$ cat config.mk
export PLATFORM = sky130hd
export DESIGN_NAME = snowball_cache_top
export DESIGN_NICKNAME = d
export VERILOG_FILES = /design/src/common/snowball_pkg.sv /design/src/common/lookup_if.sv /design/src/cache/cache_array.sv /design/src/cache/tlb_array.sv /design/src/cache_ctrl.sv /design/src/snowball_cache_top.sv
export SDC_FILE = /design/constraint.sdc
export NUM_CORES = 2
export LEC_CHECK = 0
export BUFFER_PORTS_ARGS = -buffer_cell sky130_fd_sc_hd__buf_2
export CELL_PAD_IN_SITES_DETAIL_PLACEMENT = 1
export CELL_PAD_IN_SITES_GLOBAL_PLACEMENT = 2
export CORE_UTILIZATION = 54
export CTS_CLUSTER_DIAMETER = 30
export CTS_CLUSTER_SIZE = 20
export DETAILED_ROUTE_END_ITERATION = 8
export PLACE_DENSITY = 0.92
export SLEW_MARGIN = 20
export SYNTH_ARGS = -nofsm -noshare
export SYNTH_HDL_FRONTEND = slang
export SYNTH_SLANG_ARGS = --single-unit
export TNS_END_PERCENT = 20
$ cat constraint.sdc
create_clock -name CPU_CLK -period 14.2 [get_ports CPU_CLK]
set_clock_uncertainty 0.1 [all_clocks]
set_input_delay 0.71 -clock CPU_CLK [delete_from_list [all_inputs] [get_ports CPU_CLK]]
set_output_delay 0.71 -clock CPU_CLK [all_outputs]
set_load 0.02 [all_outputs]
$ cat src/common/snowball_pkg.sv
`default_nettype none

package snowball_pkg;

  // ------------------------------
  // bus widths
  // ------------------------------
  localparam int ADDR_W = 32;
  localparam int DATA_W = 32;

  // ------------------------------
  // cache geometry
  // ------------------------------
  localparam int CACHE_IDX_W   = 4;                 // 16 one-word lines
  localparam int CACHE_LINES   = 1 << CACHE_IDX_W;
  localparam int CACHE_IDX_LSB = 2;                 // index is addr[5:2]
  localparam int CACHE_TAG_LSB = 6;                 // tag is paddr[31:6]
  localparam int CACHE_TAG_W   = ADDR_W - CACHE_TAG_LSB;

  // ------------------------------
  // tlb geometry
  // ------------------------------
  localparam int PAGE_W      = 16;                  // page number is addr[31:16]
  localparam int PAGE_LSB    = ADDR_W - PAGE_W;
  localparam int TLB_IDX_W   = 4;                   // low bits of the virtual page
  localparam int TLB_ENTRIES = 1 << TLB_IDX_W;

  // memory port credits
  localparam int MEM_CREDITS = 2;
  localparam int CRED_W      = $clog2(MEM_CREDITS + 1);

  // controller states
  localparam logic [1:0] ST_IDLE   = 2'd0;
  localparam logic [1:0] ST_LOOKUP = 2'd1;          // array outputs valid
  localparam logic [1:0] ST_ISSUE  = 2'd2;          // waiting for a credit
  localparam logic [1:0] ST_WAIT   = 2'd3;          // read data outstanding

  // tlb load word, raw on the cpu side, split in the tlb
  typedef union packed {
    logic [DATA_W-1:0] raw;
    struct packed {
      logic [PAGE_W-1:0] vtag;
      logic [PAGE_W-1:0] ptag;
    } entry;
  } tlb_word_u;

endpackage

`default_nettype wire

$ cat src/common/lookup_if.sv
`timescale 1ns/10ps
`default_nettype none

// ------------------------------
// controller <-> cache array
// ------------------------------
interface cache_lookup_if import snowball_pkg::*; ();
  logic                   line_valid;   // registered lookup result
  logic [CACHE_TAG_W-1:0] line_tag;
  logic [DATA_W-1:0]      line_data;
  logic                   fill_we;      // fill or write-hit update
  logic [CACHE_IDX_W-1:0] fill_idx;
  logic [CACHE_TAG_W-1:0] fill_tag;
  logic [DATA_W-1:0]      fill_data;

  modport array (
    output line_valid, line_tag, line_data,
    input  fill_we, fill_idx, fill_tag, fill_data
  );

  modport ctrl (
    input  line_valid, line_tag, line_data,
    output fill_we, fill_idx, fill_tag, fill_data
  );
endinterface

// ------------------------------
// controller <-> tlb
// ------------------------------
interface tlb_lookup_if import snowball_pkg::*; ();
  logic [PAGE_W-1:0]    ptag;           // physical page, or vpage when bypassed
  logic                 fault;
  logic                 load_we;
  logic [TLB_IDX_W-1:0] load_idx;
  tlb_word_u            load_word;

  modport tlb (
    output ptag, fault,
    input  load_we, load_idx, load_word
  );

  modport ctrl (
    input  ptag, fault,
    output load_we, load_idx, load_word
  );
endinterface

`default_nettype wire

$ cat src/cache/cache_array.sv
`timescale 1ns/10ps
`default_nettype none

module cache_array import snowball_pkg::*; (
  input  wire                   CPU_CLK,
  input  wire                   RST_CPU,
  input  wire                   req_fire,
  input  wire [CACHE_IDX_W-1:0] req_idx,
  cache_lookup_if.array         lk
);

  logic [CACHE_TAG_W-1:0] tag_mem  [CACHE_LINES];
  logic [DATA_W-1:0]      data_mem [CACHE_LINES];
  logic [CACHE_LINES-1:0] valid_q;

  logic fwd;

  // a fill to the line being looked up wins over the stored copy
  assign fwd = lk.fill_we && (lk.fill_idx == req_idx);

  // ------------------------------
  // tag and data storage
  // ------------------------------
  always_ff @(posedge CPU_CLK)
  begin
    if (lk.fill_we)
    begin
      tag_mem[lk.fill_idx]  <= lk.fill_tag;
      data_mem[lk.fill_idx] <= lk.fill_data;
    end
    if (req_fire)
    begin
      if (fwd)
      begin
        lk.line_tag  <= lk.fill_tag;
        lk.line_data <= lk.fill_data;
      end
      else
      begin
        lk.line_tag  <= tag_mem[req_idx];
        lk.line_data <= data_mem[req_idx];
      end
    end
  end

  // valid bits
  always_ff @(posedge CPU_CLK)
  begin
    if (RST_CPU)
    begin
      valid_q       <= '0;
      lk.line_valid <= 1'b0;
    end
    else
    begin
      if (lk.fill_we)
        valid_q[lk.fill_idx] <= 1'b1;
      if (req_fire)
        lk.line_valid <= fwd || valid_q[req_idx];
    end
  end

endmodule

`default_nettype wire

$ cat src/cache/tlb_array.sv
`timescale 1ns/10ps
`default_nettype none

module tlb_array import snowball_pkg::*; (
  input  wire              CPU_CLK,
  input  wire              RST_CPU,
  input  wire              req_fire,
  input  wire [PAGE_W-1:0] req_vpage,
  input  wire              vmem_en,
  tlb_lookup_if.tlb        lk
);

  logic [PAGE_W-1:0]      vtag_mem [TLB_ENTRIES];
  logic [PAGE_W-1:0]      ptag_mem [TLB_ENTRIES];
  logic [TLB_ENTRIES-1:0] loaded_q;        // entry written since reset

  logic [PAGE_W-1:0] vtag_q;
  logic [PAGE_W-1:0] ptag_q;
  logic [PAGE_W-1:0] vpage_q;
  logic              hit_loaded_q;
  logic              vmem_q;

  // ------------------------------
  // storage and registered lookup
  // ------------------------------
  always_ff @(posedge CPU_CLK)
  begin
    if (lk.load_we)
    begin
      vtag_mem[lk.load_idx] <= lk.load_word.entry.vtag;
      ptag_mem[lk.load_idx] <= lk.load_word.entry.ptag;
    end
    if (req_fire)
    begin
      vtag_q  <= vtag_mem[req_vpage[TLB_IDX_W-1:0]];
      ptag_q  <= ptag_mem[req_vpage[TLB_IDX_W-1:0]];
      vpage_q <= req_vpage;
    end
  end

  always_ff @(posedge CPU_CLK)
  begin
    if (RST_CPU)
    begin
      loaded_q     <= '0;
      hit_loaded_q <= 1'b0;
      vmem_q       <= 1'b0;
    end
    else
    begin
      if (lk.load_we)
        loaded_q[lk.load_idx] <= 1'b1;
      if (req_fire)
      begin
        hit_loaded_q <= loaded_q[req_vpage[TLB_IDX_W-1:0]];
        vmem_q       <= vmem_en;             // mode sampled with the request
      end
    end
  end

  // bypass when translation is off
  assign lk.ptag  = vmem_q ? ptag_q : vpage_q;
  assign lk.fault = vmem_q && (!hit_loaded_q || (vtag_q != vpage_q));

endmodule

`default_nettype wire

$ cat src/cache_ctrl.sv
`timescale 1ns/10ps
`default_nettype none

module cache_ctrl import snowball_pkg::*; (
  input  wire               CPU_CLK,
  input  wire               RST_CPU,
  input  wire               cpu_req,
  input  wire               cpu_we,
  input  wire               cpu_tlb_we,
  input  wire               cache_inhibit,
  input  wire  [ADDR_W-1:0] cpu_addr,
  input  wire  [DATA_W-1:0] cpu_wdata,
  output logic              busy,
  output logic              cpu_rsp_valid,
  output logic              cpu_fault,
  output logic [DATA_W-1:0] cpu_rdata,
  output logic              req_fire,
  output logic              mem_req,
  output logic              mem_we,
  output logic [ADDR_W-1:0] mem_addr,
  output logic [DATA_W-1:0] mem_wdata,
  input  wire               mem_credit,
  input  wire               mem_rsp_valid,
  input  wire  [DATA_W-1:0] mem_rsp_data,
  cache_lookup_if.ctrl      clk,
  tlb_lookup_if.ctrl        tlk
);

  logic [1:0]        state;
  logic [CRED_W-1:0] cred_cnt;
  logic              rd_out;              // one read in flight at most

  // pending request
  logic              pend_we;
  logic              pend_tlb;
  logic              pend_inh;
  logic [ADDR_W-1:0] pend_addr;
  logic [DATA_W-1:0] pend_wdata;

  logic [ADDR_W-1:0] phys_addr;
  logic              hit;
  logic              need_mem;
  logic              cred_ok;
  logic              issue_now;
  logic              rsp_data;

  assign busy     = (state != ST_IDLE);
  assign req_fire = cpu_req && !busy;

  // tlb loads go straight through on the accept edge
  assign tlk.load_we       = req_fire && cpu_tlb_we;
  assign tlk.load_idx      = cpu_addr[PAGE_LSB +: TLB_IDX_W];
  assign tlk.load_word.raw = cpu_wdata;

  // ------------------------------
  // hit / miss / fault combine
  // ------------------------------
  assign phys_addr = {tlk.ptag, pend_addr[PAGE_LSB-1:0]};
  assign hit       = clk.line_valid && !pend_inh && !tlk.fault &&
                     (clk.line_tag == phys_addr[ADDR_W-1:CACHE_TAG_LSB]);
  assign need_mem  = (state == ST_LOOKUP) && !pend_tlb && !tlk.fault &&
                     (pend_we || !hit);

  assign cred_ok    = (cred_cnt != '0) && (pend_we || !rd_out);
  assign issue_now  = cred_ok && (need_mem || (state == ST_ISSUE));
  assign rsp_data   = (state == ST_WAIT) && mem_rsp_valid && rd_out;

  // ------------------------------
  // control state
  // ------------------------------
  always_ff @(posedge CPU_CLK)
  begin
    if (RST_CPU)
    begin
      state         <= ST_IDLE;
      cred_cnt      <= CRED_W'(MEM_CREDITS);
      rd_out        <= 1'b0;
      cpu_rsp_valid <= 1'b0;
      cpu_fault     <= 1'b0;
      mem_req       <= 1'b0;
      clk.fill_we   <= 1'b0;
    end
    else
    begin
      cpu_rsp_valid <= 1'b0;
      clk.fill_we   <= 1'b0;
      mem_req       <= issue_now;                       // single-cycle pulse
      cred_cnt      <= cred_cnt - CRED_W'(mem_req) + CRED_W'(mem_credit);
      if (issue_now && !pend_we)
        rd_out <= 1'b1;
      else if (mem_rsp_valid)
        rd_out <= 1'b0;

      case (state)
        ST_IDLE:
          if (req_fire)
            state <= ST_LOOKUP;
        ST_LOOKUP, ST_ISSUE:
        begin
          if (state == ST_LOOKUP)
          begin
            cpu_fault <= tlk.fault && !pend_tlb;
            if (pend_we && hit)
              clk.fill_we <= 1'b1;                      // write hit update
          end
          if (((state == ST_LOOKUP) && !need_mem) || (issue_now && pend_we))
          begin
            state         <= ST_IDLE;
            cpu_rsp_valid <= 1'b1;
          end
          else if (issue_now)
            state <= ST_WAIT;
          else
            state <= ST_ISSUE;                          // no credit yet
        end
        default:
          if (rsp_data)
          begin
            state         <= ST_IDLE;
            cpu_rsp_valid <= 1'b1;
            clk.fill_we   <= !pend_inh;
          end
      endcase
    end
  end

  // ------------------------------
  // payload
  // ------------------------------
  always_ff @(posedge CPU_CLK)
  begin
    if (req_fire)
    begin
      pend_we    <= cpu_we && !cpu_tlb_we;
      pend_tlb   <= cpu_tlb_we;
      pend_inh   <= cache_inhibit;
      pend_addr  <= cpu_addr;
      pend_wdata <= cpu_wdata;
    end
    if (state == ST_LOOKUP)
    begin
      cpu_rdata     <= clk.line_data;
      clk.fill_idx  <= phys_addr[CACHE_IDX_LSB +: CACHE_IDX_W];
      clk.fill_tag  <= phys_addr[ADDR_W-1:CACHE_TAG_LSB];
      clk.fill_data <= pend_wdata;
    end
    else if (rsp_data)
    begin
      cpu_rdata     <= mem_rsp_data;
      clk.fill_data <= mem_rsp_data;
    end
    if (issue_now)
    begin
      mem_we    <= pend_we;
      mem_addr  <= phys_addr;
      mem_wdata <= pend_wdata;
    end
  end

endmodule

`default_nettype wire

$ cat src/snowball_cache_top.sv
`timescale 1ns/10ps
`default_nettype none

module snowball_cache_top import snowball_pkg::*; (
  input  wire               CPU_CLK,
  input  wire               RST_CPU,
  input  wire               vmem_en,
  input  wire               cache_inhibit,
  // cpu side
  input  wire               cpu_req,
  input  wire               cpu_we,
  input  wire               cpu_tlb_we,
  input  wire  [ADDR_W-1:0] cpu_addr,
  input  wire  [DATA_W-1:0] cpu_wdata,
  output logic              busy,
  output logic              cpu_rsp_valid,
  output logic              cpu_fault,
  output logic [DATA_W-1:0] cpu_rdata,
  // memory side
  output logic              mem_req,
  output logic              mem_we,
  output logic [ADDR_W-1:0] mem_addr,
  output logic [DATA_W-1:0] mem_wdata,
  input  wire               mem_credit,
  input  wire               mem_rsp_valid,
  input  wire  [DATA_W-1:0] mem_rsp_data
);

  logic req_fire;

  cache_lookup_if c_lk ();
  tlb_lookup_if   t_lk ();

  // both arrays look up on the same edge
  cache_array u_cache_array (
    .CPU_CLK  (CPU_CLK),
    .RST_CPU  (RST_CPU),
    .req_fire (req_fire),
    .req_idx  (cpu_addr[CACHE_IDX_LSB +: CACHE_IDX_W]),
    .lk       (c_lk.array)
  );

  tlb_array u_tlb_array (
    .CPU_CLK   (CPU_CLK),
    .RST_CPU   (RST_CPU),
    .req_fire  (req_fire),
    .req_vpage (cpu_addr[PAGE_LSB +: PAGE_W]),
    .vmem_en   (vmem_en),
    .lk        (t_lk.tlb)
  );

  cache_ctrl u_cache_ctrl (
    .CPU_CLK       (CPU_CLK),
    .RST_CPU       (RST_CPU),
    .cpu_req       (cpu_req),
    .cpu_we        (cpu_we),
    .cpu_tlb_we    (cpu_tlb_we),
    .cache_inhibit (cache_inhibit),
    .cpu_addr      (cpu_addr),
    .cpu_wdata     (cpu_wdata),
    .busy          (busy),
    .cpu_rsp_valid (cpu_rsp_valid),
    .cpu_fault     (cpu_fault),
    .cpu_rdata     (cpu_rdata),
    .req_fire      (req_fire),
    .mem_req       (mem_req),
    .mem_we        (mem_we),
    .mem_addr      (mem_addr),
    .mem_wdata     (mem_wdata),
    .mem_credit    (mem_credit),
    .mem_rsp_valid (mem_rsp_valid),
    .mem_rsp_data  (mem_rsp_data),
    .clk           (c_lk.ctrl),
    .tlk           (t_lk.ctrl)
  );

endmodule

`default_nettype wire

Word-level counts from Yosys, hierarchy flattened
Memories as Yosys holds them, arrays and structs flattened. A register that Yosys moved wholly into a read port is not among the register bits.
Index checks and enable logic that the tools add are counted.
{ "totals": {"out_inout_bits": 101, "inputBits": 105, "ram_bits": 1440, "latchBits": 0, "mem_count": 4, "register_bits": 270, "mem_bits_ro": 0} }
{ "memory_table": {"columns": ["memory", "depth", "width", "read_ports", "rd_ports_with_merged_regs", "wr", "line_no", "text"], "rows": [
  ["u_cache_array.data_mem", 16, 32, 1, 1, 1, "cache_array.sv:13", "logic [DATA_W-1:0] data_mem [CACHE_LINES];"],
  ["u_cache_array.tag_mem", 16, 26, 1, 1, 1, "cache_array.sv:12", "logic [CACHE_TAG_W-1:0] tag_mem [CACHE_LINES];"],
  ["u_tlb_array.ptag_mem", 16, 16, 1, 1, 1, "tlb_array.sv:14", "logic [PAGE_W-1:0] ptag_mem [TLB_ENTRIES];"],
  ["u_tlb_array.vtag_mem", 16, 16, 1, 1, 1, "tlb_array.sv:13", "logic [PAGE_W-1:0] vtag_mem [TLB_ENTRIES];"]
]} }
{ "classes": {"add_sub_neg": 2, "n_div": 0, "mux": 30, "n_mul": 0, "shift": 0, "reduce_logical": 47, "bitwise": 2, "order_cmp": 5, "n_eq_ne": 7} }
{ "ops": {"columns": ["operator", "count"], "rows": [
  ["two-way mux 32 bit", 3],
  ["bitwise OR 16 bit", 2],
  ["equality test 26 bit", 1],
  ["logical AND 1 bit", 22],
  ["two-way mux 1 bit", 16],
  ["two-way mux 16 bit", 1],
  ["inequality test 16 bit", 1],
  ["less-than comparator 4 x 5 -> 1 bit (second input constant)", 3],
  ["zero test 1 bit", 10],
  ["binary-select mux 1 bit (select 4 bit)", 2],
  ["demux 1 bit (select 4 bit)", 2],
  ["greater-or-equal comparator 4 x 1 -> 1 bit (second input constant)", 2],
  ["nonzero test 2 bit", 4],
  ["logical OR 1 bit", 6],
  ["two-way mux 2 bit", 3],
  ["equality test 2 bit (second input constant)", 2],
  ["equality test 4 bit", 1],
  ["case mux 1 bit (2 select lines)", 2],
  ["case mux 2 bit (2 select lines)", 1],
  ["AND reduction 2 bit", 2],
  ["nonzero test 3 bit", 1],
  ["adder 2 x 1 -> 2 bit", 1],
  ["equality test 2 x 1 -> 1 bit (second input constant)", 1],
  ["zero test 2 bit", 1],
  ["other kinds (3)", 3]
]} }

Logic depth before layout (Yosys ltp)
{ "logic_depth": {"ltp_word": 15, "depth_mapped": 9, "ltp_nobuf": 9} }

Modules after synthesis
From an unflattened synthesis, not the netlist that was laid out.
{ "hier_totals": {"cells_unflattened": 3050, "hier_area_um2": 67758.7} }
{ "by_module_without_submodules": {"columns": ["module", "cells_per_inst", "seq_area_each_um2", "instances", "area_per_inst_um2"], "rows": [
  ["cache_array", 1633, 29948.7, 1, 37788.7],
  ["tlb_array", 892, 17176.5, 1, 21799.7],
  ["cache_ctrl", 525, 6486.2, 1, 8170.3]
]} }

Worst setup path before layout
OpenSTA, ideal clock, no wires.
{ "synth_timing": {"path_type": "input to register", "startpoint": "input cpu_req", "endpoint": "memory u_tlb_array.ptag_mem[2][0], enable pin", "required_ps": 13637, "path_buffers": 0, "path_stages": 4, "setup_time_ps": 463, "path_slack_ps": 6711, "arrival_ps": 6925, "cell_sequence": "nand2_1 inv_1 nand4b_1 nor3_1"} }
{ "synth_between": {"elab_chain_cells": 4} }
{ "synth_lines": {"columns": ["element", "line_no", "text"], "rows": [
  ["start, declared", "snowball_cache_top.sv:10", "input wire cpu_req,"],
  ["logical AND 1 bit", "cache_ctrl.sv:48", "assign req_fire = cpu_req && !busy;"],
  ["named net req_fire", "snowball_cache_top.sv:29", "logic req_fire;"],
  ["logical AND 1 bit", "cache_ctrl.sv:51", "assign tlk.load_we = req_fire && cpu_tlb_we;"],
  ["two-way mux 1 bit", "tlb_array.sv:28", "if (lk.load_we)"],
  ["two-way mux 1 bit (implied by the code)", "tlb_array.sv:31", "ptag_mem[lk.load_idx] <= lk.load_word.entry.ptag;"],
  ["end, declared", "tlb_array.sv:14", null]
]} }
The timed path passes the listed nets, and every way through them passes these cells.

==> key figures <==
Timing
  – RSZ-0062 raised after global routing: false
  – Slew @ Worst Pin: approximately 1.2 ns
  – Crit share post-route: between 20 and 30%
  – Fin crit period: 4.17 ns
  – Fin. Hold Viols: 0
  – Min Hold Slack: 0.0510 ns
  – Setup_tns: 0 ns
  – Max_slew headroom: a little over a fifth
  – Slew Limit Fails: 0
  – Final Setup Violations: 0
  – Fmax: 240 MHz

Global routing
  – GRT Total Usage: 33.4%
  – GRT overflow: 0
  – Global-route wire length before repair: around 290,000 um
  – Largest net degree at the start of global routing: between 100 and 150
  – Initial antenna violation count: 20
  – Vias in the first global route: about 38k

Synthesis
  – Xor/xnor cell area share of the yosys netlist: less than 1%
  – Seq cells post-synth: around 1.8k
  – Most frequent cell after synthesis: edfxtp_1
  – Ys async rst share: 0%
  – Syn nets: 2,982
  – Simple-Gate Fraction of Synth Area: under 10%
  – Post-synthesis cell area: 0.0675 mm^2
  – Synth area leader: edfxtp_1
  – Fraction of the yosys area taken by sequential cells: 79.4%
  – Largest family of logic cells by synthesized area: multiplexers
  – Synth area leaders: edfxtp_1 78%, mux4_2 15%, dfxtp_1 1.3%, mux2_2 1.2%, nand2_1 0.97%
  – Compound-Gate Fraction of Synth Area: 0.165%
  – Synth Instances: about 2.9k
  – Synthesis Warnings: 0
  – Syn avg cell area: 23.5 um^2
  – Post-synth top cells: 1,756 x edfxtp_1, 457 x mux4_2, 174 x nand2_1
  – Count of cell types in the netlist: between 40 and 50
  – EDFF count, synth: about 1.8k
  – Ys flop type: edfxtp_1
  – Share of the synthesized area in the top cell type: between 70% and 80%
  – Adder-Cell Fraction of Synth Area: less than 1%
  – Post-synthesis mux area share: ~17%

Run status
  – Failing checks: DRC
  – Status: complete, but fails checks

Pwr
  – Sequential cell fraction of total power: 41.4%
  – Max VDD drop: 178 uV
  – Internal power: 0.0116 W
  – Sw Ratio: a little under a quarter
  – Design Power: ~0.015 W
  – Pwr dens: 183 mW/mm^2
  – Pleak: roughly 27 nW
  – Clk pwr share: between 50% and 60%
  – Sw Pwr: about 0.0035 W
  – Gate power share: under 10%

Floorplan
  – Core ar.: approximately 0.12 mm^2
  – DIE HEIGHT: 356 um
  – Io pins: just over 200
  – Site Rows: 129
  – Die X: approximately 360 um
  – Starting density of the core: 54.5%
  – Die area: roughly 0.13 mm^2

Min path
  – Min-Delay Path Class: in2reg

Route
  – Routed Antenna Nets: 0
  – DR vias/cell: around 6.7
  – Drt wl/cell: between 30 and 40 um
  – DRC viols: 40
  – WL final: roughly 210,000 um
  – 1st-pass router iterations: 7
  – Routed vias: about 35k
  – First DRT Iteration DRCs: approximately 4.8k

Critical path
  – CP endpoint kind: register
  – CP peak stage delay: slightly above 0.9 ns
  – Worst reg2reg path startpoint: u_tlb_array.vmem_q
  – Worst Path Arrival: between 4 and 5 ns
  – Worst reg2reg endpoint: u_cache_ctrl.mem_wdata[7]
  – Worst-path cell chain: buf_8 -> buf_16 -> buf_6 -> buf_4 -> mux4_1 -> mux4_2 -> mux2_2
  – CP bufs+invs: 4
  – Crit path max-delay family: buffers and inverters
  – Flop-to-flop setup slack: approximately 10 ns
  – Crit path depth: 7
  – Crit path kind: in2reg
  – Origin of the worst setup path: cpu_addr[2]
  – Crit path to: u_cache_array.lk.line_data[12]
  – Launching element type of the critical path: primary input
  – Required time worst endpoint: approximately 15 ns
  – Crit-path max FO: 53
  – Slowest CP cell: buf_4
  – R2R depth: 8

Clocking
  – CTS tree: done
  – Total setup buffers inserted after CTS: 0
  – Clk_lat worst skew: approximately 0.92 ns
  – Root buf cell: clkbuf_16
  – H-tree depth: 5
  – Hold-fix buffers at CTS: 30
  – CTS buffer count: around 340
  – Worst-case clock buffer depth: 4
  – Clock-pin slew on the worst setup and hold paths: approximately 0.05 ns
  – Sink Count: around 1.8k
  – Post-cts resize count: 0

Job
  – Number of max-cap violations: 0

Finish
  – Layout cell share with drive strength beyond 1: between 30% and 40%
  – Design area: between 0.08 and 0.09 mm^2
  – Final #Nets: around 3.5k
  – Filler Cell Count: 9,470
  – P&R area growth vs syn: 22.1%

Place
  – Placed cell area: between 0.07 and 0.08 mm^2
  – I/O Buffers: slightly above 200
  – Routability cong.: 0.761
  – HPWL Detailed: between 90,000 and 100,000 um
-- cell families after synthesis --
family | count (synthesis)
adders and majority gates | 6
xor gates and xnor gates | 48
and+or+nand+nor | 326
AOI/OAI and AO/OA | 17
DFF | 1800
muxes | 534
buffers and inverters | 140
-- worst min-delay path, cell delays in order --
cell	delay [ns]
buf_2	0.08
nand2_1	0.08
nand2_1	0.06
-- metal layers --
metal	vias up	share of wire, %	GRT usage, %
li1	13164	-	-
met4	20	4.5	15.1
met3	617	9.7	7.59
met5	-	0.066	0
met2	2893	52	57.1
met1	18623	34	40.8
-- registers in the layout, indices dropped and copies added, names as in the netlist, 2 cells and up --
register,count
u_cache_ctrl.cred_cnt,2
u_cache_array.lk.line_tag,26
u_cache_ctrl.cpu_rdata,32
u_tlb_array.loaded_q,16
u_cache_array.tag_mem,416
u_cache_array.valid_q,16
u_tlb_array.ptag_mem,256
u_tlb_array.vtag_q,16
u_cache_ctrl.state,2
u_cache_array.data_mem,512
u_cache_ctrl.clk.fill_tag,26
u_cache_ctrl.clk.fill_idx,4
u_cache_ctrl.mem_addr,32
u_cache_ctrl.clk.fill_data,32
u_cache_array.lk.line_data,32
u_tlb_array.vpage_q,16
u_cache_ctrl.pend_wdata,32
u_cache_ctrl.mem_wdata,32
u_cache_ctrl.pend_addr,16
u_tlb_array.vtag_mem,256
u_tlb_array.ptag_q,16
-- layout make-up --
type                       count  area, um^2  share of cell area, %
clock buffer                 378        8860                   10.8
timing repair buffer         303        1930                   2.34
sequential                  1800       53600                   65.0
clock inverter               224        2480                   3.01
antenna                        4        10.0                 0.0121
multi-input combinational    931       13400                   16.3
inverter                      10        46.3                 0.0562
tap                         1637        2050                   2.48
-- placed cells by master (no fill, tap or decap), types with 3 or more instances in the layout --
cell type      Yosys  routed
clkinv_1           0      31
buf_6             12       4
clkinv_2           0      47
mux4_2           457     457
nor3_1            14       6
edfxtp_1        1756    1756
inv_8              0       6
diode_2            0       4
nand2_1          174     173
clkbuf_1          53      27
clkinvlp_4         0      40
ha_1               6       5
nor3_2             0       6
inv_6              0      35
buf_4             16      65
nand4b_1           3       3
clkinv_4           0      24
nor2_4             0      24
clkbuf_8           0       3
nand3_1            6       6
bufinv_16          0      41
nor2_1            98      74
nor4_1             7       6
clkbuf_16          0     349
dlygate4sd3_1      0      30
nand2b_1           6       6
mux2_2            72      72
buf_2             18     199
xor2_1            35      35
dfxtp_1           44      43
inv_1              9       7
nor2b_1            4       4
a21oi_1            7       7
mux4_1             3       3
xnor2_1           13      13
nand4_1            5       5
-- how the worst min path moves through the flow --
stage                              start                             end  slack (ns)  depth (start not counted)
3_5_place_dp   u_cache_ctrl.pend_addr[0]        u_cache_ctrl.mem_addr[0]        0.32                          0
3_3_place_gp   u_cache_ctrl.pend_addr[1]        u_cache_ctrl.mem_addr[1]        0.30                          0
4_1_cts                 mem_rsp_data[12]      u_cache_ctrl.cpu_rdata[12]       0.006                          3
6_report                mem_rsp_data[31]  u_cache_ctrl.clk.fill_data[31]        0.05                          3
2_1_floorplan  u_cache_ctrl.pend_addr[0]        u_cache_ctrl.mem_addr[0]        0.30                          0
5_1_grt                       cpu_tlb_we           u_cache_ctrl.pend_tlb        0.04                          1
-- through the flow --
stage | worst slack [ns] | instances | utilization (%)
finish | 10.03 | 5287 | 66.6
global route | 9.77 | 5284 | 66.6
CTS | 9.61 | 5281 | 66.5
detailed placement | 8.81 | 4649 | 57.1
global placement | 8.98 | 4649 | 57.1
floorplan | 6.71 | 2871 | -
-- power by group through the flow --
stage / registers (W) / logic (W) / clock network (W)
detailed placement: 0.00634 / 0.000655 / 0
global route: 0.00627 / 0.000720 / 0.00838
CTS: 0.00625 / 0.000692 / 0.00821
global placement: 0.00632 / 0.000624 / 0
finish: 0.00626 / 0.000694 / 0.00817
floorplan: 0.00631 / 0.000359 / 0
Power figures use the tool's default switching activity.
